`src/source/bus_pkg.sv`:
```
package bus_pkg;

    typedef logic [31:0] addr_t;      // byte address
    typedef logic [31:0] data_t;
    typedef logic [3:0]  strb_t;      // one enable per byte lane
    typedef logic [7:0]  ram_index_t; // scratch RAM word index
    typedef logic [1:0]  resp_code_t;
    typedef logic [1:0]  route_t;

    localparam resp_code_t RESP_OKAY   = 2'd0;
    localparam resp_code_t RESP_DECERR = 2'd3;

    localparam route_t ROUTE_RAM  = 2'd0;
    localparam route_t ROUTE_LED  = 2'd1;
    localparam route_t ROUTE_NONE = 2'd2;

    // region map, inclusive bounds
    localparam addr_t RAM_START = 32'h0000_0000;
    localparam addr_t RAM_END   = 32'h0FFF_FFFF;
    localparam addr_t LED_START = 32'h2000_0000;
    localparam addr_t LED_END   = 32'h2FFF_FF0F;

    localparam int RAM_DEPTH = 256;
    localparam int LED_WIDTH = 8;

    typedef struct packed {
        logic  write;
        addr_t addr;
        data_t wdata;
        strb_t strb;
    } bus_req_t;

    typedef struct packed {
        logic       write;
        ram_index_t index;
        data_t      wdata;
        strb_t      strb;
    } slave_req_t;

    typedef struct packed {
        resp_code_t resp;
        data_t      rdata;
    } bus_rsp_t;

    function automatic logic addr_in_region(input addr_t addr, input addr_t lo, input addr_t hi);
        return (addr >= lo) && (addr <= hi);
    endfunction

    // replace only the byte lanes with strb set
    function automatic data_t merge_bytes(input data_t old_word, input data_t new_word,
                                          input strb_t strb);
        data_t word;
        word = old_word;
        for (int b = 0; b < $bits(strb_t); b++) begin
            if (strb[b]) begin
                word[8*b +: 8] = new_word[8*b +: 8];
            end
        end
        return word;
    endfunction

endpackage

```
`src/source/led_reg_slave.sv`:
```
module led_reg_slave (
    input  logic                            clk,
    input  logic                            rst_n,
    input  logic                            sel,
    input  bus_pkg::slave_req_t             slave_req,
    output bus_pkg::data_t                  rdata,
    output logic [bus_pkg::LED_WIDTH-1:0]   led
);
    import bus_pkg::*;

    data_t led_reg;

    // full 32 bits are kept, only the low bits reach the pins
    always_ff @(posedge clk) begin
        if (!rst_n) begin
            led_reg <= '0;
        end else if (sel && slave_req.write) begin
            led_reg <= merge_bytes(led_reg, slave_req.wdata, slave_req.strb);
        end
    end

    always_ff @(posedge clk) begin
        if (sel && !slave_req.write) begin
            rdata <= led_reg;   // read-back
        end
    end

    assign led = led_reg[LED_WIDTH-1:0];

endmodule

```
`config.mk`:
```
export PLATFORM = sky130hd
export DESIGN_NAME = led_reg_slave
export DESIGN_NICKNAME = d
export VERILOG_FILES = /design/src/source/bus_pkg.sv /design/src/source/led_reg_slave.sv
export SDC_FILE = /design/constraint.sdc
export NUM_CORES = 1
export LEC_CHECK = 0
export ABC_AREA = 1
export BUFFER_PORTS_ARGS = -buffer_cell sky130_fd_sc_hd__clkbuf_2
export CORE_UTILIZATION = 41
export CTS_BUF_LIST = sky130_fd_sc_hd__clkbuf_16
export CTS_CLUSTER_DIAMETER = 150
export DETAILED_ROUTE_END_ITERATION = 10
export GPL_ROUTABILITY_DRIVEN = 0
export HOLD_SLACK_MARGIN = 0.08
export PLACE_DENSITY = 0.79
export SETUP_SLACK_MARGIN = 0.02
export SYNTH_ARGS = -nofsm -noshare
export SYNTH_HDL_FRONTEND = slang
export SYNTH_SLANG_ARGS = --single-unit
```
`constraint.sdc`:
```
create_clock -name clk -period 3.3 [get_ports clk]
set_input_delay 0.33 -clock clk [delete_from_list [all_inputs] [get_ports clk]]
set_output_delay 0.33 -clock clk [all_outputs]
set_load 0.1 [all_outputs]
```
**Yosys cells after proc, flatten, opt, wreduce, memory -nomap -nowiden**

Index checks and enable logic that the tools add are counted.

- Logic and storage cells: 12
- Output and inout port bits: 40
- Flip-flop bits (word level): 64

- Reductions and logical operators: 7

Operators with widths:

| operator | count |
|---|---|
| AND reduction 2 bit | 4 |
| logical AND 1 bit | 2 |
| logical NOT 1 bit | 1 |

**Longest topological paths before layout**

- Depth in word-level cells: 2
- Mapped depth: 5
- Mapped depth without buffers: 4

**Worst setup path before layout**

OpenSTA, ideal clock, no wires.

- Path kind: input port to flip-flop
- Start: input sel
- End: register rdata[0], enable pin
- Arrival: 1719 ps
- Library setup time: 422 ps
- Path buffers: 0
- Stages: 2
- Setup slack: 1159 ps
- Required time: 2878 ps
- Cells stage by stage: inv_1 -> nor2_1

- Longest elaborated chain between the ends: 1

Ends and longest elaborated chain:

| item | RTL line | RTL |
|---|---|---|
| start, declared | led_reg_slave.sv:4 | `input logic sel,` |
| logical AND 1 bit | led_reg_slave.sv:23 | `if (sel && !slave_req.write) begin` |
| end signal, assigned | led_reg_slave.sv:24 | `rdata <= led_reg;` |
| end, declared | led_reg_slave.sv:6 | `output bus_pkg::data_t rdata,` |

Every way passes these cells.
A chain may end at the register's enable or synchronous reset.

**Worst setup path after layout**

- Start: register led_reg[1]
- End: output led[1] (netlist name)

RTL lines:

| item | RTL line | RTL |
|---|---|---|
| start, declared | led_reg_slave.sv:11 | `data_t led_reg;` |
| start signal, assigned | led_reg_slave.sv:18 | `led_reg <= merge_bytes(led_reg, slave_req.wdata, slave_req.strb);` |
| end, declared | led_reg_slave.sv:7 | `output logic [bus_pkg::LED_WIDTH-1:0] led` |

No word-level cell between the ends.

==> flow_metrics.tcl <==
set metrics [dict create \
    setup_ws_ps 1830 \
    drive_above_1_share 0.292 \
    cts_tree "built" \
    synth_top_cell_by_area "edfxtp_1" \
    diodes 0 \
    post_cts_buffers 0 \
    grt_max_degree 33 \
    clock_skew_ps 4.26 \
    worst_ep_arrival_time_ps 1140 \
    cts_sinks 64 \
    power.switching_w 0.000549 \
    period_needed_ps 1470 \
    io_buffer_count 79 \
    maxCapViolations 0 \
    drt_iter0_drc 64 \
    die_h_um 77.5 \
    drv_slew 0 \
    mostFrequentLayoutCell "clkbuf_2" \
    finalHoldViolations 0 \
    fillers 502 \
    final_cells 397 \
    grt_pass1_wl_um 7290 \
    powerDensity_nw_per_um2 740 \
    initial_utilization 0.424 \
    seq_power_share 0.391 \
    p_leak_nw 1.55 \
    cpMaxStageDelayCell "clkbuf_2" \
    seq_area_frac_synth 0.686 \
    antenna_found_initial 0 \
    setup_viol 0 \
    drc_errors 0 \
    grt_pass1_vias 1671 \
    p_sw_frac 0.241 \
    cp-end-kind "output port" \
    crit_buf_inv 1 \
    crit_family "buffers and inverters" \
    path_max_fanout 3 \
    required_ps 2970 \
    wire_per_inst_um 10.8 \
    antenna_left 0 \
    status "finished clean" \
    htreeDepth 3 \
    timing.fmax_mhz 680 \
    critical_path_class "reg -> out" \
    core_area_um2 5510 \
    root_buffer "clkbuf_16" \
    first_pass_iters 4 \
    nets 368 \
    rsz0062_at_grt "no" \
    worstPathCellList "clkbuf_2" \
    areaGrowthSynthToFinish_pct 32.0 \
    fin_setup_tns_ps 0 \
    path_clk_slew_ps 50 \
    pwr-share-comb 0.118 \
    clkPwrFrac 0.491 \
    slowest_delay_ps 470 \
    synthTopCellsByArea "edfxtp_1, dfxtp_1, nor2_1, nand2_1, inv_1" \
    fp.dieW_um 77.5 \
    place_ws_ps 1590 \
    period_share 0.446 \
    grt-ovfl-total 0 \
    cts.repair.resized 0 \
    io_pins 88 \
    intPower_w 0.00173 \
    yosysWarnings 0 \
    syn-instance-count 245 \
    avgSynthCellArea_um2 9.53 \
    dp_hpwl_um 2840 \
    cts_buffers 9 \
    cts_hold_buf 0 \
    vias 1655 \
    layout_common_cells "clkbuf_2, nor2_1, nand2_1" \
    fp-row-count 27 \
    avgViaCountPerCell 4.17 \
    placed_cells 381 \
    synth_seq_cells 64 \
    synth_cell_type_count 8 \
    setup.worst_path.start_class "flop" \
    die_area_um2 6000 \
    synth_top_area_frac 0.412 \
    totalWireLength_um 4270 \
    netlist_area_um2 2330 \
    hp-class "in -> reg" \
    tightest_slew_ps 928 \
    cts_buffer_depth 2 \
    irDropWorstVdd_uv 454 \
    insertion_delay_ps 310 \
    relSlewSlack 0.380 \
    syn_nets 293 \
    grt_use_total 0.162 \
]
[cell usage after synthesis]
master    count
buf_2         3
nand2_1      64
buf_4        12
inv_1        33
nand3_1       4
edfxtp_1     32
dfxtp_1      32
nor2_1       65
[cell families after synthesis]
kind of cell,share of synthesized area
flip-flops,0.686
buffers and inverters,0.0981
AND/OR/NAND/NOR,0.216
[worst min-delay path, delay by kind of cell]
kind          cells  cell delay [ps]
buf+inv           1               70
simple gates      2              110
[power by group through the flow]
stage	registers, W	clock network [W]	logic [W]
after CTS	0.000893	0.00114	0.000272
after global placement	0.000906	0	0.000268
final	0.000892	0.00112	0.000269
after detailed placement	0.000909	0	0.000271
after global routing	0.000896	0.00118	0.000289
after floorplan	0.00103	0	0.0000992
[worst paths after layout]
kind	from	end	slack [ps]	cells past startpoint
hold reg to reg	led_reg[23]	rdata[23]	430	0
setup reg to reg	led_reg[2]	led_reg[2]	2600	4
setup / recovery	led_reg[1]	led[1]	1830	1
hold / removal	slave_req[17]	led_reg[13]	230	3
[routing by layer]
metal,global-route usage,vias up,wire [um]
li1,-,886,-
met1,0.170,712,1810
met2,0.282,53,2140
met3,0.0518,4,283
met4,0.100,0,34
met5,0,-,0
[per-stage QoR]
stage                     hold WS (ps)  area (um2)  utilization  total power [W]
after global placement             411        2720        0.494          0.00117
final                              235        3080        0.560          0.00228
after CTS                          226        3080        0.560          0.00231
after global routing               236        3080        0.560          0.00237
after floorplan                    408        2330            -          0.00113
after detailed placement           415        2720        0.494          0.00118
[area by class of cell]
class                      count  area, um2  share of cell area
timing repair buffer          79        395               0.128
sequential                    64       1600               0.520
tap                           72       90.1              0.0292
clock inverter                 7        134              0.0434
inverter                      33        124              0.0402
clock buffer                   9        225              0.0731
multi-input combinational    133        512               0.166
Power figures use the tool's default switching activity.
