===== config.mk =====
export PLATFORM = sky130hd
export DESIGN_NAME = bus_resp_mux
export DESIGN_NICKNAME = d
export VERILOG_FILES = /design/src/source/bus_pkg.sv /design/src/source/bus_resp_mux.sv
export SDC_FILE = /design/constraint.sdc
export NUM_CORES = 1
export LEC_CHECK = 0
export BUFFER_PORTS_ARGS = -buffer_cell sky130_fd_sc_hd__clkbuf_2
export CAP_MARGIN = 20
export CORE_UTILIZATION = 35
export CTS_CLUSTER_DIAMETER = 120
export DETAILED_ROUTE_END_ITERATION = 7
export GPL_ROUTABILITY_DRIVEN = 0
export HOLD_SLACK_MARGIN = 0.06
export PLACE_DENSITY = 0.68
export SETUP_SLACK_MARGIN = 0.2
export SYNTH_ARGS = -nofsm -noshare
export SYNTH_HDL_FRONTEND = slang
export SYNTH_SLANG_ARGS = --single-unit

===== constraint.sdc =====
create_clock -name clk -period 2.6 [get_ports clk]
set_clock_uncertainty 0.1 [all_clocks]
set_input_delay 0.39 -clock clk [delete_from_list [all_inputs] [get_ports clk]]
set_output_delay 0.39 -clock clk [all_outputs]
set_load 0.01 [all_outputs]

===== src/source/bus_pkg.sv =====
package bus_pkg;

    typedef logic [31:0] addr_t;      // byte address
    typedef logic [31:0] data_t;
    typedef logic [3:0]  strb_t;      // one enable per byte lane
    typedef logic [7:0]  ram_index_t; // scratch RAM word index
    typedef logic [1:0]  resp_code_t;
    typedef logic [1:0]  route_t;

    localparam resp_code_t RESP_OKAY   = 2'd0;
    localparam resp_code_t RESP_DECERR = 2'd3;

    localparam route_t ROUTE_RAM  = 2'd0;
    localparam route_t ROUTE_LED  = 2'd1;
    localparam route_t ROUTE_NONE = 2'd2;

    // region map, inclusive bounds
    localparam addr_t RAM_START = 32'h0000_0000;
    localparam addr_t RAM_END   = 32'h0FFF_FFFF;
    localparam addr_t LED_START = 32'h2000_0000;
    localparam addr_t LED_END   = 32'h2FFF_FF0F;

    localparam int RAM_DEPTH = 256;
    localparam int LED_WIDTH = 8;

    typedef struct packed {
        logic  write;
        addr_t addr;
        data_t wdata;
        strb_t strb;
    } bus_req_t;

    typedef struct packed {
        logic       write;
        ram_index_t index;
        data_t      wdata;
        strb_t      strb;
    } slave_req_t;

    typedef struct packed {
        resp_code_t resp;
        data_t      rdata;
    } bus_rsp_t;

    function automatic logic addr_in_region(input addr_t addr, input addr_t lo, input addr_t hi);
        return (addr >= lo) && (addr <= hi);
    endfunction

    // replace only the byte lanes with strb set
    function automatic data_t merge_bytes(input data_t old_word, input data_t new_word,
                                          input strb_t strb);
        data_t word;
        word = old_word;
        for (int b = 0; b < $bits(strb_t); b++) begin
            if (strb[b]) begin
                word[8*b +: 8] = new_word[8*b +: 8];
            end
        end
        return word;
    endfunction

endpackage


===== src/source/bus_resp_mux.sv =====
module bus_resp_mux (
    input  logic              clk,
    input  logic              rst_n,
    input  logic              route_valid,
    input  bus_pkg::route_t   route,
    input  logic              write,
    input  bus_pkg::data_t    ram_rdata,
    input  bus_pkg::data_t    led_rdata,
    output logic              rsp_valid,
    output bus_pkg::bus_rsp_t rsp
);
    import bus_pkg::*;

    // tag waits one stage for the slave read data
    typedef struct packed {
        logic   write;
        route_t route;
    } tag_t;

    logic     tag_valid;
    tag_t     tag;
    bus_rsp_t rsp_next;

    always_ff @(posedge clk) begin
        if (!rst_n) begin
            tag_valid <= 1'b0;
        end else begin
            tag_valid <= route_valid;
        end
    end

    always_ff @(posedge clk) begin
        if (route_valid) begin
            tag.write <= write;
            tag.route <= route;
        end
    end

    always_comb begin
        rsp_next.resp  = RESP_OKAY;
        rsp_next.rdata = '0;        // writes return zero data
        case (tag.route)
            ROUTE_RAM: begin
                if (!tag.write) begin
                    rsp_next.rdata = ram_rdata;
                end
            end
            ROUTE_LED: begin
                if (!tag.write) begin
                    rsp_next.rdata = led_rdata;
                end
            end
            default: begin
                rsp_next.resp = RESP_DECERR; // unmapped address
            end
        endcase
    end

    always_ff @(posedge clk) begin
        if (!rst_n) begin
            rsp_valid <= 1'b0;
        end else begin
            rsp_valid <= tag_valid;
        end
    end

    always_ff @(posedge clk) begin
        if (tag_valid) begin
            rsp <= rsp_next;
        end
    end

endmodule


=== After elaboration in Yosys (flattened, before gate mapping) ===
Index checks and enable logic that the tools add are counted.

* Logic and storage cells: 13
* Output and inout bits: 35
* Bits of input ports: 70
* Flip-flop bits (word level): 39

* Reduce and logical (&&, ||, !) cells: 2
* Mux-type cells: 4
* Eq/ne operators: 1

{| class="wikitable"
|+ Operators by type and width
! operator !! number
|-
| 2-to-1 mux 32 bit || 2
|-
| case mux 32 bit (2 select lines) || 1
|-
| == test 2 x 1 -> 1 bit, second input constant || 1
|-
| zero test 2 bit || 1
|-
| 2-to-1 mux 2 bit || 1
|-
| OR reduction 2 bit || 1
|}

=== Longest topological paths before layout ===
Gate-level depths: netlist of the first run.

* Depth after elaboration: 3
* Gate-level depth with buffers: 4
* Mapped depth without buffers: 2

=== Worst setup path before layout of the first run ===
Ideal clock, no wire load.

* Path type: register -> register
* Start point: register tag_valid
* End point: register rsp[0] (netlist bit) (enable)
* Arrival time: 0.999 ns
* Path buffers: 0
* Data required time: 2.107 ns
* Cell stages (with the launch flop): 1
* Period minus slack after synthesis: 1.492 ns
* Setup time: 0.393 ns
* Slack: 1.108 ns
* Path through: dfxtp_1

{| class="wikitable"
|+ RTL lines
! item !! line !! text
|-
| start: declaration || bus_resp_mux.sv:20 || <nowiki>logic tag_valid;</nowiki>
|-
| start signal: assignment || bus_resp_mux.sv:28 || <nowiki>tag_valid <= route_valid;</nowiki>
|-
| end signal: assignment || bus_resp_mux.sv:69 || <nowiki>rsp <= rsp_next;</nowiki>
|-
| end: declaration || bus_resp_mux.sv:10 || <nowiki>output bus_pkg::bus_rsp_t rsp</nowiki>
|}

No word-level cell between the ends.

==> impl_metrics.csv, run 1 <==
group,metric,value,unit
outcome,status,"complete, but fails checks",
outcome,failed_checks,"design-rule violations",
synth,ys.warnings.count,0,
route,drc,10,
clocking,cts.clk_slew.worst_paths,0.07,ns
die,dieHeight,71.2,µm
synth,ys_seq_elements,38,
route,ant_nets,0,
clocking,cts_max_level,2,
timing,finalSetupTns,0,ns
finish,regArea,1120,µm²
die,die_area,5070,µm²
route,routed.top_layer,"met4",
synth,syn_inst,115,
timing,setup_viol_count_final,0,
die,die_w,71.2,µm
clocking,ctsResizeCount,0,
die,start_util,37.5,%
critical_path,cp-start-kind,"register",
critical_path,slowest_delay,0.45,ns
synth,synth_nets,185,
finish,n_fill_cell,413,
die,pin_count,105,
die,core.rowCount,24,
finish,diodes,0,
worst_hold_path,whs_path_depth,1,
clocking,cts_num_sinks,38,
clocking,clock_latency,0.28,ns
timing,whs,0.174,ns
timing,layout_min_cycle_time,1.49,ns
route,met3RoutedLength,284,µm
clocking,root_buffer,"clkbuf_8",
power_and_ir_drop,power.density,564,nW/µm²
power_and_ir_drop,p_leak,1.11,nW
synth,ys_top_cells_by_area,"edfxtp_1, mux2i_1, nor2_1, buf_6, dfxtp_1",
clocking,postCtsSetupBuffers,0,
timing,final_max_slew_viol_count,0,
timing,min_period_over_period,57.4,%
timing,fin_ws,1.11,ns
timing,grt_setup_unrepaired,"false",
route,met1Wirelength,1350,µm
clocking,cts_buffers,5,
finish,final_cell_count_no_fill,272,
route,dr_wl_met2,1820,µm
grt,grt_pass1_wl,5250,µm
placed_design,hpwl,2610,µm
route,drtIter0Drc,103,
die,coreArea,4470,µm²
clocking,cts_tree,"done",
timing,fmaxAchievable,0.671,GHz
synth,yosysSeqAreaShare,66.8,%
job,cap_violations,0,
grt,grt.overflow.total,0,
finish,multi_input_area,459,µm²
grt,grt.total_usage,14.1,%
finish,final_common_cell,"clkbuf_2",
synth,synth_top_area_cell,"edfxtp_1",
worst_hold_path,worstHoldStart,"route[1]",
route,wl_per_cell,13.2,µm
critical_path,critical_path_required,2.53,ns
route,wirelength,3580,µm
worst_hold_path,whs_endpoint,"tag[1]",
timing,hold_viol,0,
synth,synth_top_area_share,64.4,%
critical_path,crit_path_end_kind,"register",
critical_path,path_class,"register to register",
finish,area_delta_synth_final,35.3,%
synth,syn_area,1680,µm²
timing,timing.slew.headroom,64.7,%
critical_path,worstPathCellList,"buf_4 > mux2i_1 > nor2_1",
placed_design,portBuffers,104,
placed_design,dp_slack,1.09,ns
placed_design,placed_cells,264,
power_and_ir_drop,vdd_ir_drop_max,0.338,mV
grt,antenna_found_initial,0,
critical_path,r2r-start,"tag[0]",
finish,drive_gt1_share,51.4,%
route,first_pass_iters,7,
grt,grt_max_degree,34,
finish,final_cell_mix,"clkbuf_2, edfxtp_1, mux2i_1, nor2_1, clkbuf_8",
clocking,cts_max_path_buffers,2,
route,vias,1242,
synth,post_synth_num_cell_types,9,
route,via_per_inst,4.57,
finish,final_nets,289,
critical_path,arrival,1.42,ns
clocking,cts_hold_buf,0,
critical_path,cpMaxStageDelayCell,"buf_4",
critical_path,cp_max_fo,32,
grt,grt_pass1_vias,1173,
critical_path,r2r_end,"rsp[7]",
worst_hold_path,holdCritPathClass,"input port to register",
synth,syn-mean-instance-area,14.6,µm²
critical_path,rr_worst_depth,3,
critical_path,r2r_slack,1.11,ns
timing,tightest_slew,0.530,ns
-- worst max path at each step --
stage	startpoint	end	slack, ns
CTS	tag[0]	rsp[0]	1.08
finish	tag[0]	rsp[7]	1.11
global placement	tag[0]	rsp[31]	1.13
global route	tag[0]	rsp[0]	1.00
floorplan	tag_valid	rsp[0]	1.11
detailed placement	tag[0]	rsp[0]	1.09
-- routing by layer --
metal  vias to the layer above  GRT usage, %
met5                         -             0
met4                         0          9.33
met3                        12          3.94
met2                        58          24.8
met1                       561          14.8
li1                        611             -
-- power breakdown --
| group | internal [mW] | switching [mW] |
|---|---|---|
| registers | 0.705 | 0.00768 |
| clock network | 0.184 | 0.195 |
| logic | 0.0933 | 0.0957 |
-- through the flow --
step                      instance area (µm²)  utilization (%)  total power, mW
after global placement                   2190             48.9            0.914
final                                    2270             50.7             1.28
after floorplan                          1680                -            0.842
after detailed placement                 2190             48.9            0.919
after global routing                     2270             50.7             1.33
after CTS                                2270             50.7             1.30
-- state kept, by name (all words and copies together), names as in the netlist --
| register | cells |
|---|---|
| rsp | 33 |
| tag | 3 |
| rsp_valid | 1 |
| tag_valid | 1 |
-- cells by family (layout without fill, tap and decap cells) --
logic type    count (synthesis)  after routing  share of synthesized area [%]
flops                        38             38                           66.8
mux                          32             32                           19.1
buf+inv                      10            115                           5.82
simple gates                 35             35                           8.28
-- critical path: cells and delay by family, from the launching register on --
kind	cells	cell delay, ns
simple gates	1	0.07
buf+inv	1	0.45
mux	1	0.27
flops	1	0.33
-- layout make-up --
| class | instances | share of cell area (%) |
|---|---|---|
| Clock buffer | 6 | 3.20 |
| Tap cell | 52 | 2.87 |
| Timing Repair Buffer | 107 | 23.9 |
| Multi-Input combinational cell | 67 | 20.2 |
| Clock inverter | 2 | 0.386 |
| Sequential cell | 38 | 49.4 |
-- synthesized netlist by cell type --
library cell / count
dfxtp_1: 2
mux2i_1: 32
edfxtp_1: 36
clkbuf_1: 1
and2_1: 2
buf_6: 7
buf_4: 2
or2_1: 1
nor2_1: 32
(Power assumes the default switching activity.)
==> run 2, diff against run 1 <==
Clock period 2.6 ns to 1.4 ns, I/O delays scaled along.
==> impl_metrics.csv, run 2 (synthesis gave the netlist of run 1 again) <==
group,metric,value,unit
power_and_ir_drop,internal_power,1.88,mW
finish,n_fill_cell,418,
grt,antenna_found_initial,0,
outcome,failed_checks,"design-rule violations",
timing,finalSetupTns,0,ns
placed_design,placed_cells,266,
critical_path,critical_path_required,1.33,ns
power_and_ir_drop,netSwitchingFraction,22.7,%
finish,final_cell_count_no_fill,282,
timing,min_period_over_period,93.4,%
power_and_ir_drop,power.density,1000,nW/µm²
finish,utilization,54.3,%
route,wl_per_cell,12.9,µm
grt,grt_max_degree,34,
route,drc,8,
clocking,root_buffer,"clkbuf_8",
power_and_ir_drop,p_comb_share,17.2,%
timing,setup_viol_count_final,0,
clocking,cts_max_level,2,
route,first_pass_iters,8,
power_and_ir_drop,power,2.43,mW
grt,grt_pass1_vias,1226,
outcome,status,"complete, but fails checks",
die,pin_count,105,
clocking,cts_tree,"done",
route,ant_nets,0,
power_and_ir_drop,clkPwrFrac,28.3,%
critical_path,r2r_slack,0.09,ns
timing,tightest_slew,0.207,ns
die,core.rowCount,24,
finish,drive_gt1_share,53.9,%
grt,grt.overflow.total,0,
timing,final_max_slew_viol_count,0,
route,drtIter0Drc,90,
die,die_area,5070,µm²
die,coreArea,4470,µm²
job,cap_violations,0,
placed_design,portBuffers,104,
power_and_ir_drop,vdd_ir_drop_max,0.546,mV
timing,grt_setup_unrepaired,"true",
finish,largest_register_ffs,33,
grt,grt_pass1_wl,5510,µm
critical_path,cp-start-kind,"register",
timing,whs,0.0872,ns
timing,timing.slew.headroom,86.2,%
finish,largestRegisters,"rsp (33), tag (3)",
route,vias,1281,
finish,diodes,0,
finish,final_nets,299,
clocking,cts.clk_slew.worst_paths,0.07,ns
placed_design,hpwl,2620,µm
timing,hold_viol,0,
clocking,cts_max_path_buffers,2,
die,die_w,71.2,µm
finish,final_cell_mix,"clkbuf_2, edfxtp_1, nor2_1",
route,via_per_inst,4.54,
grt,grt.total_usage,14.5,%
route,wirelength,3650,µm
finish,max_flop_register,"rsp",
finish,final_common_cell,"clkbuf_2",
clocking,clock_latency,0.27,ns
power_and_ir_drop,p_leak,1.17,nW
critical_path,arrival,1.24,ns
die,dieHeight,71.2,µm
die,start_util,37.5,%
finish,area_delta_synth_final,44.7,%
clocking,cts_buffers,5,
timing,fmaxAchievable,0.765,GHz
clocking,cts_num_sinks,38,
critical_path,path_class,"register to register",
critical_path,cp_max_fo,10,
worst_hold_path,holdCritPathClass,"input port to register",
power_and_ir_drop,seq_power_share,54.5,%
critical_path,crit_path_end_kind,"register",
timing,layout_min_cycle_time,1.31,ns
power_and_ir_drop,switching_power,0.552,mW
run 2: changes by cell type in the layout (fill, tap and decap cells not counted), moves of 2 or more:
cell           previous run  this run
buf_12                    0         3
buf_4                     3         5
dlygate4sd3_1             0         4
mux2i_1                  32        28
mux2i_2                   0         4
run 2: layout make-up:
type / instances / area, µm² / area share (%)
flip-flops and latches: 38 / 1120 / 46.2
repair buffers: 117 / 686 / 28.2
clock inverters: 2 / 8.76 / 0.361
well taps: 52 / 65.1 / 2.68
clock buffers: 6 / 72.6 / 2.99
multi-input cells: 67 / 474 / 19.5
run 2: path summary, 6_finish.rpt:
kind                                   from       to  cells past startpoint
worst max register to register       tag[0]  rsp[25]                      4
worst min-delay path            route_valid   tag[2]                      1
worst min register to register       tag[1]  rsp[32]                      0
worst max-delay path                 tag[0]  rsp[25]                      4
run 2: per-stage QoR:
step / setup slack, ns / instance area [µm²]
after floorplan: 0.228 / 1680
after global placement: 0.122 / 2240
after detailed placement: 0.0951 / 2240
after CTS: 0.114 / 2410
after global routing: 0.0504 / 2430
final: 0.0930 / 2430
run 2: power by group through the flow:
stage / Clock (mW) / Combinational [mW] / Sequential (mW)
2_1_floorplan: 0 / 0.179 / 1.38
3_3_place_gp: 0 / 0.371 / 1.35
3_5_place_dp: 0 / 0.375 / 1.35
4_1_cts: 0.727 / 0.414 / 1.32
5_1_grt: 0.765 / 0.455 / 1.33
6_report: 0.688 / 0.417 / 1.32
run 2: what timing repair did:
item / 4_1_cts / 5_1_grt
hold buffers: 4 / 0
pin swaps: 0 / 1
gates cloned: 1 / 0
setup buffers: 3 / 0
hold endpoints to repair: 5 / 0
setup endpoints to repair: 31 / 32
resized for setup: 1 / 4
run 2: per-layer routing:
metal	track usage, %	share of wire, %	up-vias
li1	-	-	633
met1	15.7	39	593
met2	26.2	52	51
met3	4.08	7.5	4
met4	6.67	1.4	0
met5	0	0	-
run 2: worst max-delay path, cell delays in order, from the launching register on:
cell      delay (ns)
edfxtp_1        0.41
buf_4           0.16
buf_12          0.14
mux2i_2         0.19
nor2_1          0.06
