<file path="config.mk">
export PLATFORM = sky130hd
export DESIGN_NAME = bus_addr_decode
export DESIGN_NICKNAME = d
export VERILOG_FILES = /design/src/source/bus_pkg.sv /design/src/source/bus_addr_decode.sv
export SDC_FILE = /design/constraint.sdc
export NUM_CORES = 1
export LEC_CHECK = 0
export ABC_AREA = 1
export BUFFER_PORTS_ARGS = -buffer_cell sky130_fd_sc_hd__buf_4
export CAP_MARGIN = 5
export CORE_AREA = 2 2 68 70
export DETAILED_ROUTE_END_ITERATION = 10
export DIE_AREA = 0 0 70 72
export PLACE_DENSITY_LB_ADDON = 0.08
export SYNTH_ARGS = -nofsm -noshare
export SYNTH_HDL_FRONTEND = slang
export SYNTH_SLANG_ARGS = --single-unit
</file>
<file path="constraint.sdc">
create_clock -name clk -period 0.9 [get_ports clk]
set_clock_uncertainty 0.05 [all_clocks]
set_input_delay 0.045 -clock clk [delete_from_list [all_inputs] [get_ports clk]]
set_output_delay 0.045 -clock clk [all_outputs]
set_load 0.1 [all_outputs]
</file>
<file path="src/source/bus_pkg.sv">
package bus_pkg;

    typedef logic [31:0] addr_t;      // byte address
    typedef logic [31:0] data_t;
    typedef logic [3:0]  strb_t;      // one enable per byte lane
    typedef logic [7:0]  ram_index_t; // scratch RAM word index
    typedef logic [1:0]  resp_code_t;
    typedef logic [1:0]  route_t;

    localparam resp_code_t RESP_OKAY   = 2'd0;
    localparam resp_code_t RESP_DECERR = 2'd3;

    localparam route_t ROUTE_RAM  = 2'd0;
    localparam route_t ROUTE_LED  = 2'd1;
    localparam route_t ROUTE_NONE = 2'd2;

    // region map, inclusive bounds
    localparam addr_t RAM_START = 32'h0000_0000;
    localparam addr_t RAM_END   = 32'h0FFF_FFFF;
    localparam addr_t LED_START = 32'h2000_0000;
    localparam addr_t LED_END   = 32'h2FFF_FF0F;

    localparam int RAM_DEPTH = 256;
    localparam int LED_WIDTH = 8;

    typedef struct packed {
        logic  write;
        addr_t addr;
        data_t wdata;
        strb_t strb;
    } bus_req_t;

    typedef struct packed {
        logic       write;
        ram_index_t index;
        data_t      wdata;
        strb_t      strb;
    } slave_req_t;

    typedef struct packed {
        resp_code_t resp;
        data_t      rdata;
    } bus_rsp_t;

    function automatic logic addr_in_region(input addr_t addr, input addr_t lo, input addr_t hi);
        return (addr >= lo) && (addr <= hi);
    endfunction

    // replace only the byte lanes with strb set
    function automatic data_t merge_bytes(input data_t old_word, input data_t new_word,
                                          input strb_t strb);
        data_t word;
        word = old_word;
        for (int b = 0; b < $bits(strb_t); b++) begin
            if (strb[b]) begin
                word[8*b +: 8] = new_word[8*b +: 8];
            end
        end
        return word;
    endfunction

endpackage

</file>
<file path="src/source/bus_addr_decode.sv">
module bus_addr_decode (
    input  logic                clk,
    input  logic                rst_n,
    input  logic                req_valid,
    input  bus_pkg::bus_req_t   req,
    output bus_pkg::slave_req_t slave_req,
    output logic                ram_sel,
    output logic                led_sel,
    output logic                route_valid,
    output bus_pkg::route_t     route
);
    import bus_pkg::*;

    logic       hit_ram;
    logic       hit_led;
    route_t     route_next;
    ram_index_t index_next;

    always_comb begin
        hit_ram = addr_in_region(req.addr, RAM_START, RAM_END);
        hit_led = addr_in_region(req.addr, LED_START, LED_END);
    end

    always_comb begin
        if (hit_ram) begin
            route_next = ROUTE_RAM;
        end else if (hit_led) begin
            route_next = ROUTE_LED;
        end else begin
            route_next = ROUTE_NONE; // answered by the merger with an error
        end
    end

    // word index from addr bits 9:2, so the RAM repeats across region 0
    assign index_next = ram_index_t'(req.addr >> 2);

    // strobes and tag valid, one cycle after the request
    always_ff @(posedge clk) begin
        if (!rst_n) begin
            ram_sel     <= 1'b0;
            led_sel     <= 1'b0;
            route_valid <= 1'b0;
        end else begin
            ram_sel     <= req_valid && hit_ram;
            led_sel     <= req_valid && hit_led;
            route_valid <= req_valid;  // every request gets a tag
        end
    end

    // payload only moves on a request
    always_ff @(posedge clk) begin
        if (req_valid) begin
            slave_req.write <= req.write;
            slave_req.index <= index_next;
            slave_req.wdata <= req.wdata;
            slave_req.strb  <= req.strb;
            route           <= route_next;
        end
    end

endmodule

</file>
# Yosys cells after proc, flatten, opt, wreduce, memory -nomap -nowiden

Cells that the tools add are included.

Order comparisons: 4
Reduce and logical (&&, ||, !) cells: 4
Mux-type cells: 1

Operators by type and width:

| cell                   | count |
|---|---|
| $ge A32 B1 Y1 const B  | 1 |
| $ge A32 B30 Y1 const B | 1 |
| $le A32 B28 Y1 const B | 1 |
| $le A32 B30 Y1 const B | 1 |
| $logic_and A1 B1 Y1    | 4 |
| $mux W2                | 1 |

Output and inout bits: 50
Input bits: 72
Flip-flop bits (word level): 50
Word-level logic and storage cells: 17

# Logic depth before layout (Yosys ltp)

Gate-level depths: netlist (run 1).

Word-level depth: 3
Depth in mapped cells: 7
Mapped depth without buffers: 7

# Worst setup path after synthesis (run 1)

No wires, ideal clock.

Kind: flip-flop to output port
Start point: register led_sel
End point: output port led_sel
Path buffers: 0
Cell stages (with the launch flop): 1
Path slack: -0.104 ns
Arrival time: 0.909 ns
Data required time: 0.805 ns
Cells stage by stage: dfxtp_1

RTL lines:

| item                   | line                  | text |
|---|---|---|
| start, declared        | bus_addr_decode.sv:8  | `output logic led_sel,` |
| start signal, assigned | bus_addr_decode.sv:45 | `led_sel <= req_valid && hit_led;` |

No word-level cell between the ends.

# Worst setup path in the final report (run 1)

Start point: register slave_req[35] in the netlist's numbering
End point: output port slave_req[35] in the netlist's numbering

RTL lines:

| item            | line                 | text |
|---|---|---|
| start, declared | bus_addr_decode.sv:6 | `output bus_pkg::slave_req_t slave_req,` |

No word-level cell between the ends.

==> Flow_metrics.wiki, run 1 <==
{| class="wikitable"
! Metric !! Value
|-
| Clock-pin slew reported for the worst setup and hold paths after clock tree synthesis || 90 ps
|-
| Hold Vio Cnt, Final || 0
|-
| 1st-iter DRT viols || 74
|-
| Count of H-tree levels built during CTS || 2
|-
| Post-Synthesis Cell Area || about 1600 um2
|-
| Post-synthesis sequential area ratio || 91.9%
|-
| Timing-limited maximum frequency || between 900 and 1000 MHz
|-
| Via count of the first global-routing pass || ~1,400
|-
| Worst setup path class || reg -> out
|-
| Tightest Hold Check Type || in -> reg
|-
| Share of post-route cells with drive strength above 1 || 51.2%
|-
| Antenna violations before repair || 0
|-
| DRT Wirelength || between 4000 and 5000 um
|-
| Run status || finished with violations
|-
| Worst Path Arrival || between 900 and 1000 ps
|-
| Avg Inst Size Synth || 19.8 um2
|-
| Remaining global-route overflow || 0
|-
| Number of remaining DRC errors || 0
|-
| TritonCTS clock tree || done
|-
| Starting density of the core || 37.6%
|-
| Cell Pwr Density || 1900 nW/um2
|-
| Yosys warning count || 0
|-
| Non-filler instance count after layout || 310
|-
| Overall die width || 70 um
|-
| Number of top-level pins || 122
|-
| Max rail drop VDD || 1130 uV
|-
| Final number of max-transition violations || 0
|-
| Placed cell count || roughly 250
|-
| Vias per cell || around 4.3
|-
| Actual transition at the worst max-transition pin || 208 ps
|-
| Final critical path time including I/O delays and setup || 1000 ps
|-
| GR Layer Usage met2 || 33.5%
|-
| Post-detailed-route wirelength per cell || 13.6 um
|-
| Number of antenna repair diodes || 0
|-
| Wire length of the first global-routing pass || between 6000 and 7000 um
|-
| Die outline height || ~72 um
|-
| Gr busiest metal || met2
|-
| Leakage power || 1.46 nW
|-
| Worst Path Required || 810 ps
|-
| Die area || 5040 um2
|-
| Setup slack after layout || -103 ps
|-
| Synthesized flop and latch total || 50
|-
| Unrepaired setup endpoints after global routing || yes
|-
| Number of distinct standard cells referenced by the synthesized netlist || 8
|-
| Crit end category || output port
|-
| Final setup TNS || -3930 ps
|-
| Max-cap violations || 0
|-
| Final worst-path cycle share || 111%
|-
| Bufs and invs on worst path || 1
|-
| Std cell rows || 24
|-
| Synthesized net count || 153
|-
| Remaining antenna violation count || 0
|-
| Slew HR || 86.2%
|-
| TritonCTS buffer count || 5
|-
| # clock sinks || 50
|-
| Final GP Congestion || a little over 0.7
|-
| Fin nets || 329
|-
| Core Area || 4260 um2
|-
| GR met1 Demand/Resource || 18.4%
|-
| Total setup buffers inserted after CTS || 0
|-
| All-layer global routing usage || around 18%
|-
| Number of cells produced by synthesis || 81
|-
| Worst setup timing slack at the placement stage || -27.7 ps
|-
| Clock buffer depth || 2
|-
| Largest stage delay, worst path || 410 ps
|-
| Hpwl dp || between 2000 and 3000 um
|-
| Via Count || ~1,300
|-
| Number of buffer cells added on primary ports || 119
|-
| CTS root buf || clkbuf_8
|-
| Standard cell with the maximum stage delay on the critical path || edfxtp_1
|-
| Pre-antenna DRT Iters || 4
|-
| Chain of cells forming the critical path || buf_6
|-
| Highest net fanout along the worst path || 1
|-
| Synth-to-layout area growth || 113%
|-
| Dominant delay contributor by cell family on the critical path || flip-flops
|-
| Setup-violating endpoint count in the final report || 50
|-
| Failing checks || negative setup slack
|-
| Sort of element at the start of the critical path || flip-flop
|-
| Pin count of the biggest net entering global routing || 32
|-
| Global Route met3 Usage || 4.44%
|}
where the power goes:
part / total (mW) / internal [mW] / switching [mW]
Combinational: 2.12 / 0.674 / 1.45
Clock: 1.53 / 0.829 / 0.705
Sequential: 2.82 / 2.74 / 0.0808
layout make-up:
cell class / count / area (um2)
Sequential cell: 50 / 1480
Tap cell: 52 / 65.1
Multi-Input combinational cell: 27 / 115
Inverter: 4 / 15.0
Clock inverter: 2 / 37.5
Timing Repair Buffer: 169 / 1630
Fill cell: 249 / 852
Clock buffer: 6 / 72.6
metrics by stage:
stage               utilization (%)  instance area [um2]  power, mW  hold slack (ps)
floorplan                         -                 1610       4.12             66.6
global placement               61.1                 2600       4.65              169
detailed placement             61.1                 2600       4.67              165
CTS                            79.9                 3410       6.50             42.2
global route                   80.0                 3410       6.67             68.7
finish                         80.0                 3410       6.48             56.2
layout by cell type, fill, tap and decap left out:
master and count:
nand2_1 13, nor3_1 1, dfxtp_2 3, buf_8 1, clkbuf_1 1, clkinvlp_4 1, inv_1 4, clkbuf_8 5
o21bai_2 1, nor2_1 10, dlygate4sd3_1 48, bufinv_16 1, edfxtp_1 47, buf_12 5, buf_4 69, nand4_1 2
buf_6 46
metal layers:
layer,vias to the layer above,part of all wire [%]
met5,-,0
met4,0,1.7
met3,5,7.3
met2,71,57
met1,616,34
li1,643,-
repair_timing:
item                                   in CTS  in global routing
gates resized for setup                    56                  1
pin swaps                                   0                  0
setup endpoints to repair                  50                 50
endpoints found under the hold margin      48                  0
hold buffers                               48                  0
state kept, by name (all words and copies together), names as in the netlist:
signal	flops
slave_req	45
route	2
led_sel	1
ram_sel	1
route_valid	1
Yosys cell counts:
library cell	instances	area (um2)
inv_1	4	15.0
nor3_1	1	5.00
nor2_1	10	37.5
edfxtp_1	47	1410
nand2_1	13	48.8
dfxtp_1	3	60.1
nand4_1	2	12.5
o21bai_2	1	11.3
cell families (layout without fill, tap and decap cells):
kind of cell | after synthesis | count (layout) | share of synthesized area (%)
compound gates | 1 | 1 | 0.703
buf+inv | 4 | 181 | 0.937
flops | 50 | 50 | 91.9
simple gates | 26 | 26 | 6.48
path summary, 6_finish.rpt:
kind | start | slack, ps | cells past startpoint | end
hold / removal | req[65] | 60 | 3 | route[1]$_SDFFCE_PP0P_
setup / recovery | slave_req[35]$_DFFE_PP_ | -100 | 1 | slave_req[35]
Note: power is estimated with default switching activity, not from simulation.
==> run 2: changes to the inputs <==
--- a/config.mk
+++ b/config.mk
@@ -5,12 +5,11 @@
 export SDC_FILE = /design/constraint.sdc
 export NUM_CORES = 1
 export LEC_CHECK = 0
-export ABC_AREA = 1
 export BUFFER_PORTS_ARGS = -buffer_cell sky130_fd_sc_hd__buf_4
 export CAP_MARGIN = 5
-export CORE_AREA = 2 2 68 70
+export CORE_AREA = 2 2 67 69
 export DETAILED_ROUTE_END_ITERATION = 10
-export DIE_AREA = 0 0 70 72
+export DIE_AREA = 0 0 69 71
 export PLACE_DENSITY_LB_ADDON = 0.08
 export SYNTH_ARGS = -nofsm -noshare
 export SYNTH_HDL_FRONTEND = slang
==> Flow_metrics.wiki, run 2 <==
{| class="wikitable"
! Metric !! Value
|-
| Most used cells in the layout excluding fill and tap cells || buf_4, dlygate4sd3_1, edfxtp_1
|-
| # clock sinks || 50 (unchanged)
|-
| Final critical path time including I/O delays and setup || 1010 ps (+9.24 ps)
|-
| Run status || finished with violations
|-
| Number of buffer cells added on primary ports || 119 (unchanged)
|-
| Yosys warning count || 0 (unchanged)
|-
| Hold Vio Cnt, Final || 2 (+2)
|-
| Number of flops mapped to enable cells by yosys || 47 (unchanged)
|-
| Post-synthesis sequential area ratio || 92.9% (+1.0 points)
|-
| Std cell rows || 24 (unchanged)
|-
| Most used standard cells in the synthesized netlist || edfxtp_1, nand4_1, dfxtp_1
|-
| Number of top-level pins || 122 (unchanged)
|-
| Number of remaining DRC errors || 0 (unchanged)
|-
| Cells taking the most area after synthesis || edfxtp_1, dfxtp_1, nand4_1
|-
| Remaining global-route overflow || 0 (unchanged)
|-
| Die area || 4900 um2 (-2.8%)
|-
| Count of filler cells inserted in the layout || 228 (-8.4%)
|-
| Largest register by flop count || slave_req
|-
| Clock-pin slew reported for the worst setup and hold paths after clock tree synthesis || 80 ps (about the same)
|-
| Clock buffer depth || 2 (unchanged)
|-
| Leakage power || 1.42 nW (-2.8%)
|-
| Actual transition at the worst max-transition pin || 385 ps (+177 ps)
|-
| Dominant delay contributor by cell family on the critical path || flip-flops
|-
| DRT Wirelength || 4300 um (+1.8%)
|-
| Proportion of synthesized area in mux cells || 0% (unchanged)
|-
| Final number of max-transition violations || 0 (unchanged)
|-
| Bufs and invs on worst path || 1 (unchanged)
|-
| Synthesized net count || 139 (-9.2%)
|-
| Leading cell type in the layout, fill and taps excluded || buf_4
|-
| Vias per cell || 4.39 (+2.0%)
|-
| Pre-antenna DRT Iters || 4 (unchanged)
|-
| All-layer global routing usage || 18.1% (+0.62 points)
|-
| Area used by sequential logic in the layout || 1480 um2 (unchanged)
|-
| Unrepaired setup endpoints after global routing || yes
|-
| Setup slack after layout || -113 ps (-9.24 ps)
|-
| Compound-cell area share of the yosys netlist || 1.18% (+0.48 points)
|-
| Post-Synthesis Cell Area || 1580 um2 (-1.1%)
|-
| Fin nets || 314 (-4.6%)
|-
| Synthesized flop and latch total || 50 (unchanged)
|-
| TritonCTS buffer count || 5 (unchanged)
|-
| Core Area || 4200 um2 (-1.4%)
|-
| Cell with the most instances after synthesis || edfxtp_1
|-
| CTS root buf || clkbuf_8
|-
| Highest net fanout along the worst path || 1 (unchanged)
|-
| Dominant cell type by area after synthesis || edfxtp_1
|-
| Worst hold slack across all endpoints || -15.9 ps (-72.1 ps)
|-
| Pin count of the biggest net entering global routing || 27 (-16%)
|-
| Area share of the largest cell type after synthesis || 89.1% (+0.97 points)
|-
| Max-cap violations || 0 (unchanged)
|-
| Xor and xnor area share after synthesis || 0% (unchanged)
|-
| Number of antenna repair diodes || 0 (unchanged)
|-
| Share of post-route cells with drive strength above 1 || 55.1% (+4.0 points)
|-
| Cell Pwr Density || 1840 nW/um2 (-3.0%)
|-
| Area used by multi-input combinational logic || 124 um2 (+7.6%)
|-
| Power after layout || 6.24 mW (-3.6%)
|-
| TritonCTS clock tree || done
|-
| Max rail drop VDD || 1290 uV (+14%)
|-
| Standard cell with the maximum stage delay on the critical path || edfxtp_1
|-
| Met2 wire len || 2470 um (+1.9%)
|-
| Detailed route wirelength on metal3 || 370 um (+20%)
|-
| Timing-limited maximum frequency || 987 MHz (-0.91%)
|-
| Largest stage delay, worst path || 420 ps (about the same)
|-
| Largest family of logic cells by synthesized area || simple AND/OR/NAND/NOR gates
|-
| Overall die width || 69 um (-1.4%)
|-
| Highest metal layer with signal wires || met4
|-
| Synth-to-layout area growth || 114%
|-
| Flip-flop count of the largest register after layout || 45 (unchanged)
|-
| Slew HR || 74.1% (-12 points)
|-
| Antenna violations before repair || 0 (unchanged)
|-
| Post-detailed-route wirelength per cell || 14.6 um (+7.0%)
|-
| Setup-violating endpoint count in the final report || 50 (unchanged)
|-
| 1st-iter DRT viols || 63 (-15%)
|-
| Die outline height || 71 um (-1.4%)
|-
| Failing checks || negative hold slack, negative setup slack
|-
| Hold buffer count at cts || 48 (unchanged)
|-
| Final worst-path cycle share || 113% (+1.0 points)
|-
| Via count of the first global-routing pass || 1,430 (+1.1%)
|-
| Via Count || 1,296 (-2.9%)
|-
| Final cell utilization of the core || 80.7% (+0.67 points)
|-
| Sort of element at the start of the critical path || flip-flop
|-
| Worst Path Required || 810 ps (about the same)
|-
| Worst Path Arrival || 920 ps (about the same)
|-
| Final GP Congestion || 0.702 (-1.8%)
|-
| Tightest Hold Check Type || in -> reg
|-
| Worst setup path class || reg -> out
|-
| Worst setup timing slack at the placement stage || -181 ps (-154 ps)
|-
| Avg Inst Size Synth || 23.6 um2 (+20%)
|-
| Adder-Cell Fraction of Synth Area || 0% (unchanged)
|-
| Largest registers || slave_req: 45 flops, route: 2 flops
|-
| Wire length of the first global-routing pass || 6760 um (+1.8%)
|-
| Total setup buffers inserted after CTS || 0 (unchanged)
|-
| Predominant post-synthesis flop cell || edfxtp_1
|-
| Routed length on met1 || 1400 um (-1.2%)
|-
| Count of H-tree levels built during CTS || 2 (unchanged)
|-
| Remaining antenna violation count || 0 (unchanged)
|-
| Chain of cells forming the critical path || buf_6
|-
| Hpwl dp || 2780 um (+5.1%)
|-
| Crit end category || output port
|-
| Final setup TNS || -3600 ps (+333 ps)
|-
| Proportion of synthesized flip-flops having asynchronous set or reset || 0% (unchanged)
|-
| Number of distinct standard cells referenced by the synthesized netlist || 13 (+5)
|-
| Starting density of the core || 37.7% (+0.12 points)
|-
| Share of synthesized cell area in and, or, nand and nor gates || 5.92% (-0.56 points)
|-
| Number of cells produced by synthesis || 67 (-17%)
|}
run 2: cell types whose count changed in the layout (fill, tap and decap cells not counted), sizes merged, moves of 2 or more:
cell	change
a21oi	+2
clkbuf	+2
nor4	+2
inv	-4
nor2	-9
nand4	+3
nand2	-12
run 2: stage by stage:
stage / instance area (um2) / std cells
CTS: 3370 / 296
global route: 3390 / 295
finish: 3390 / 295
detailed placement: 2590 / 240
global placement: 2590 / 240
floorplan: 1590 / 67
run 2: area by class of cell:
| class | instances | share of cell area [%] |
|---|---|---|
| sequential | 50 | 43.5 |
| clock buffer | 8 | 2.66 |
| timing repair buffer | 168 | 48.3 |
| multi-input combinational | 17 | 3.65 |
| tap | 52 | 1.92 |
run 2: where the power goes:
part / total [mW] / leakage (nW) / switching [mW] / internal (mW)
logic: 2.13 / 0.890 / 1.45 / 0.680
clock network: 1.30 / 0.0455 / 0.669 / 0.627
registers: 2.82 / 0.486 / 0.0820 / 2.74
run 2: worst paths after layout:
path,from,endpoint,slack [ps],cells past startpoint
worst max-delay path,slave_req[19]$_DFFE_PP_,slave_req[19],-110,1
worst min-delay path,req[64],led_sel$_SDFF_PN0_,-20,4
run 2: what timing repair did:
item                       CTS  global route
hold endpoints to repair    51             2
gates cloned                 0             0
setup endpoints to repair   50            54
pin swaps                    0             0
resized for setup           56             8
run 2: kinds of logic after synthesis:
logic type	count (synthesis)
flops	50
simple gates	14
compound gates	3
run 2: metal layers:
layer  global-route usage [%]  up-vias
met5                        0        -
met4                     5.23        0
met3                     6.41        6
met2                     36.1       73
met1                     17.3      595
li1                         -      622
==> run 3: changes to the inputs <==
--- a/config.mk
+++ b/config.mk
@@ -7,9 +7,10 @@
 export LEC_CHECK = 0
 export BUFFER_PORTS_ARGS = -buffer_cell sky130_fd_sc_hd__buf_4
 export CAP_MARGIN = 5
-export CORE_AREA = 2 2 67 69
+export CORE_AREA = 2 2 65 67
 export DETAILED_ROUTE_END_ITERATION = 10
-export DIE_AREA = 0 0 69 71
+export DIE_AREA = 0 0 67 69
+export GPL_TIMING_DRIVEN = 0
 export PLACE_DENSITY_LB_ADDON = 0.08
 export SYNTH_ARGS = -nofsm -noshare
 export SYNTH_HDL_FRONTEND = slang
==> constraint.sdc (replaced) <==
create_clock -name clk -period 1.25 [get_ports clk]
set_clock_uncertainty 0.05 [all_clocks]
set_input_delay 0.0625 -clock clk [delete_from_list [all_inputs] [get_ports clk]]
set_output_delay 0.0625 -clock clk [all_outputs]
set_load 0.05 [all_outputs]
==> Flow_metrics.wiki, run 3 (synthesized netlist as in run 2, its figures left out) <==
{| class="wikitable"
! Metric !! Value
|-
| Run status || finished clean
|-
| Highest net fanout along the worst path || 3 (+2)
|-
| Largest registers || slave_req: 45 flops, route: 2 flops
|-
| Wire length of the first global-routing pass || 5890 um (-13%)
|-
| Setup-violating endpoint count in the final report || 0 (-100%)
|-
| 1st-iter DRT viols || 32 (-49%)
|-
| Net Sw Power || 1.08 mW (-51%)
|-
| Hold Path Stages || 3 (-1)
|-
| Via count of the first global-routing pass || 1,321 (-7.6%)
|-
| Clock buffer depth || 2 (unchanged)
|-
| Max-cap violations || 0 (unchanged)
|-
| Final critical path time including I/O delays and setup || 1210 ps
|-
| Worst setup startpoint || req[44]
|-
| Standard cell with the maximum stage delay on the critical path || dlygate4sd3_1
|-
| Hold buffer count at cts || 48 (unchanged)
|-
| Fin nets || 312 (-0.64%)
|-
| Worst setup path class || in -> reg
|-
| Die outline height || 69 um (-2.8%)
|-
| Leading cell type in the layout, fill and taps excluded || buf_4
|-
| Final instance area || 3130 um2 (-7.6%)
|-
| Number of antenna repair diodes || 0 (unchanged)
|-
| Dominant delay contributor by cell family on the critical path || buffers and inverters
|-
| Final cell utilization of the core || 80.1% (-0.63 points)
|-
| Via Count || 1,265 (-2.4%)
|-
| Largest stage delay, worst path || 550 ps (+130 ps)
|-
| Antenna violations before repair || 0 (unchanged)
|-
| Timing-limited maximum frequency || 830 MHz
|-
| Setup slack after layout || 44.5 ps (+157 ps)
|-
| Switching fraction of total power || 26.7% (-8.5 points)
|-
| DRT Wirelength || 3960 um (-7.8%)
|-
| Sort of element at the start of the critical path || primary input
|-
| Bufs and invs on worst path || 2 (+1)
|-
| Tightest Hold Check Type || in -> reg
|-
| Worst setup timing slack at the placement stage || 92.9 ps (+274 ps)
|-
| Post-place instance area || 2540 um2 (-1.8%)
|-
| Post-detailed-route wirelength per cell || 13.6 um (-6.5%)
|-
| # clock sinks || 50 (unchanged)
|-
| Pin count of the biggest net entering global routing || 49 (+81%)
|-
| Final GP Congestion || 0.667 (-4.9%)
|-
| Crit end category || flip-flop
|-
| Actual transition at the worst max-transition pin || 573 ps (+188 ps)
|-
| Share of post-route cells with drive strength above 1 || 52.7% (-2.4 points)
|-
| Count of H-tree levels built during CTS || 2 (unchanged)
|-
| Starting density of the core || 40.5% (+2.8 points)
|-
| Synth-to-layout area growth || 97.8%
|-
| Hold Path Origin || req[67]
|-
| Power after layout || 4.03 mW (-35%)
|-
| Count of filler cells inserted in the layout || 269 (+18%)
|-
| Core Area || 3910 um2 (-6.9%)
|-
| Number of top-level pins || 122 (unchanged)
|-
| Flip-flop count of the largest register after layout || 45 (unchanged)
|-
| Remaining antenna violation count || 0 (unchanged)
|-
| Part of the total power dissipated in sequential elements || 49.7% (+4.5 points)
|-
| Clock-pin slew reported for the worst setup and hold paths after clock tree synthesis || 80 ps (about the same)
|-
| WHS Endpoint || ram_sel$_SDFF_PN0_
|-
| Number of remaining DRC errors || 0 (unchanged)
|-
| Vias per cell || 4.35 (-1.1%)
|-
| Hpwl dp || 2620 um (-5.7%)
|-
| CTS root buf || clkbuf_8
|-
| Worst Path Arrival || 1190 ps (+270 ps)
|-
| Worst Path Required || 1240 ps (+430 ps)
|-
| Die area || 4620 um2 (-5.6%)
|-
| Share of total power in combinational logic || 23.9% (-10 points)
|-
| Leakage power || 1.33 nW (-6.6%)
|-
| Number of buffer cells added on primary ports || 119 (unchanged)
|-
| Final number of max-transition violations || 0 (unchanged)
|-
| Max rail drop VDD || 720 uV (-44%)
|-
| Clk pwr share || 26.4% (+5.6 points)
|-
| Largest register by flop count || slave_req
|-
| Overall die width || 67 um (-2.9%)
|-
| TritonCTS clock tree || done
|-
| Final worst-path cycle share || 96.4%
|-
| Int Pwr || 2.95 mW (-27%)
|-
| Std cell rows || 23 (-4.2%)
|-
| Total setup buffers inserted after CTS || 0 (unchanged)
|-
| Most used cells in the layout excluding fill and tap cells || buf_4, dlygate4sd3_1, edfxtp_1
|-
| Pre-antenna DRT Iters || 3 (-1)
|-
| Chain of cells forming the critical path || dlygate4sd3_1, buf_4, nand4_1, nor4_4, a21oi_1
|-
| All-layer global routing usage || 17.4% (-0.69 points)
|-
| Slew HR || 61.8% (-12 points)
|-
| Remaining global-route overflow || 0 (unchanged)
|-
| Worst hold slack across all endpoints || 1.81 ps (+17.7 ps)
|-
| Cell Pwr Density || 1290 nW/um2 (-30%)
|-
| Hold Vio Cnt, Final || 0 (-2)
|-
| TritonCTS buffer count || 5 (unchanged)
|-
| Unrepaired setup endpoints after global routing || yes
|}
-- run 3: cell types whose count changed in the layout (fill, tap and decap cells not counted), sizes merged --
| cell | delta |
|---|---|
| bufinv | +1 |
| dlygate4sd3 | +1 |
| dlymetal6s4s | -1 |
| buf | -2 |
| clkbuf | -1 |
-- run 3: layer usage --
layer | wire length, um | track usage [%] | up-vias
met5 | 0 | 0 | -
met4 | 36 | 4.08 | 0
met3 | 347 | 6.36 | 4
met2 | 2260 | 33.4 | 72
met1 | 1320 | 16.9 | 573
li1 | - | - | 616
-- run 3: repair_timing --
action | 4_1_cts | 5_1_grt
hold endpoints to repair | 48 | 1
endpoints found under the setup margin | 0 | 2
gates resized for setup | 0 | 2
-- run 3: power by group through the flow --
stage               Combinational (mW)  Sequential (mW)  Clock (mW)
detailed placement               0.842             2.04           0
global placement                 0.835             2.04           0
finish                           0.963             2.00        1.06
global route                      1.00             2.02        1.16
floorplan                       0.0105             2.48           0
CTS                              0.964             2.00        1.10
-- run 3: how the worst max path moves through the flow --
stage / end / slack [ps] / cells after the start
after floorplan: route[1]$_SDFFCE_PP0P_ / 310 / 3
after global placement: route[1]$_SDFFCE_PP0P_ / 140 / 4
after detailed placement: route[1]$_SDFFCE_PP0P_ / 90 / 4
after CTS: route[1]$_SDFFCE_PP0P_ / 8 / 4
after global routing: route[0]$_SDFFCE_PP0P_ / -30 / 5
final: route[0]$_SDFFCE_PP0P_ / 40 / 5
-- run 3: area by class of cell --
cell class	instances	area (um2)	area share, %
Multi-Input combinational cell	17	126	4.03
Tap cell	50	62.6	2.00
Timing Repair Buffer	166	1370	43.6
Clock inverter	1	30.0	0.958
Clock buffer	7	76.3	2.44
Sequential cell	50	1470	47.0
-- run 3: through the flow --
stage,cells,TNS [ps]
finish,291,0
global route,291,-31.6
CTS,292,0
detailed placement,236,0
global placement,236,0
floorplan,67,0
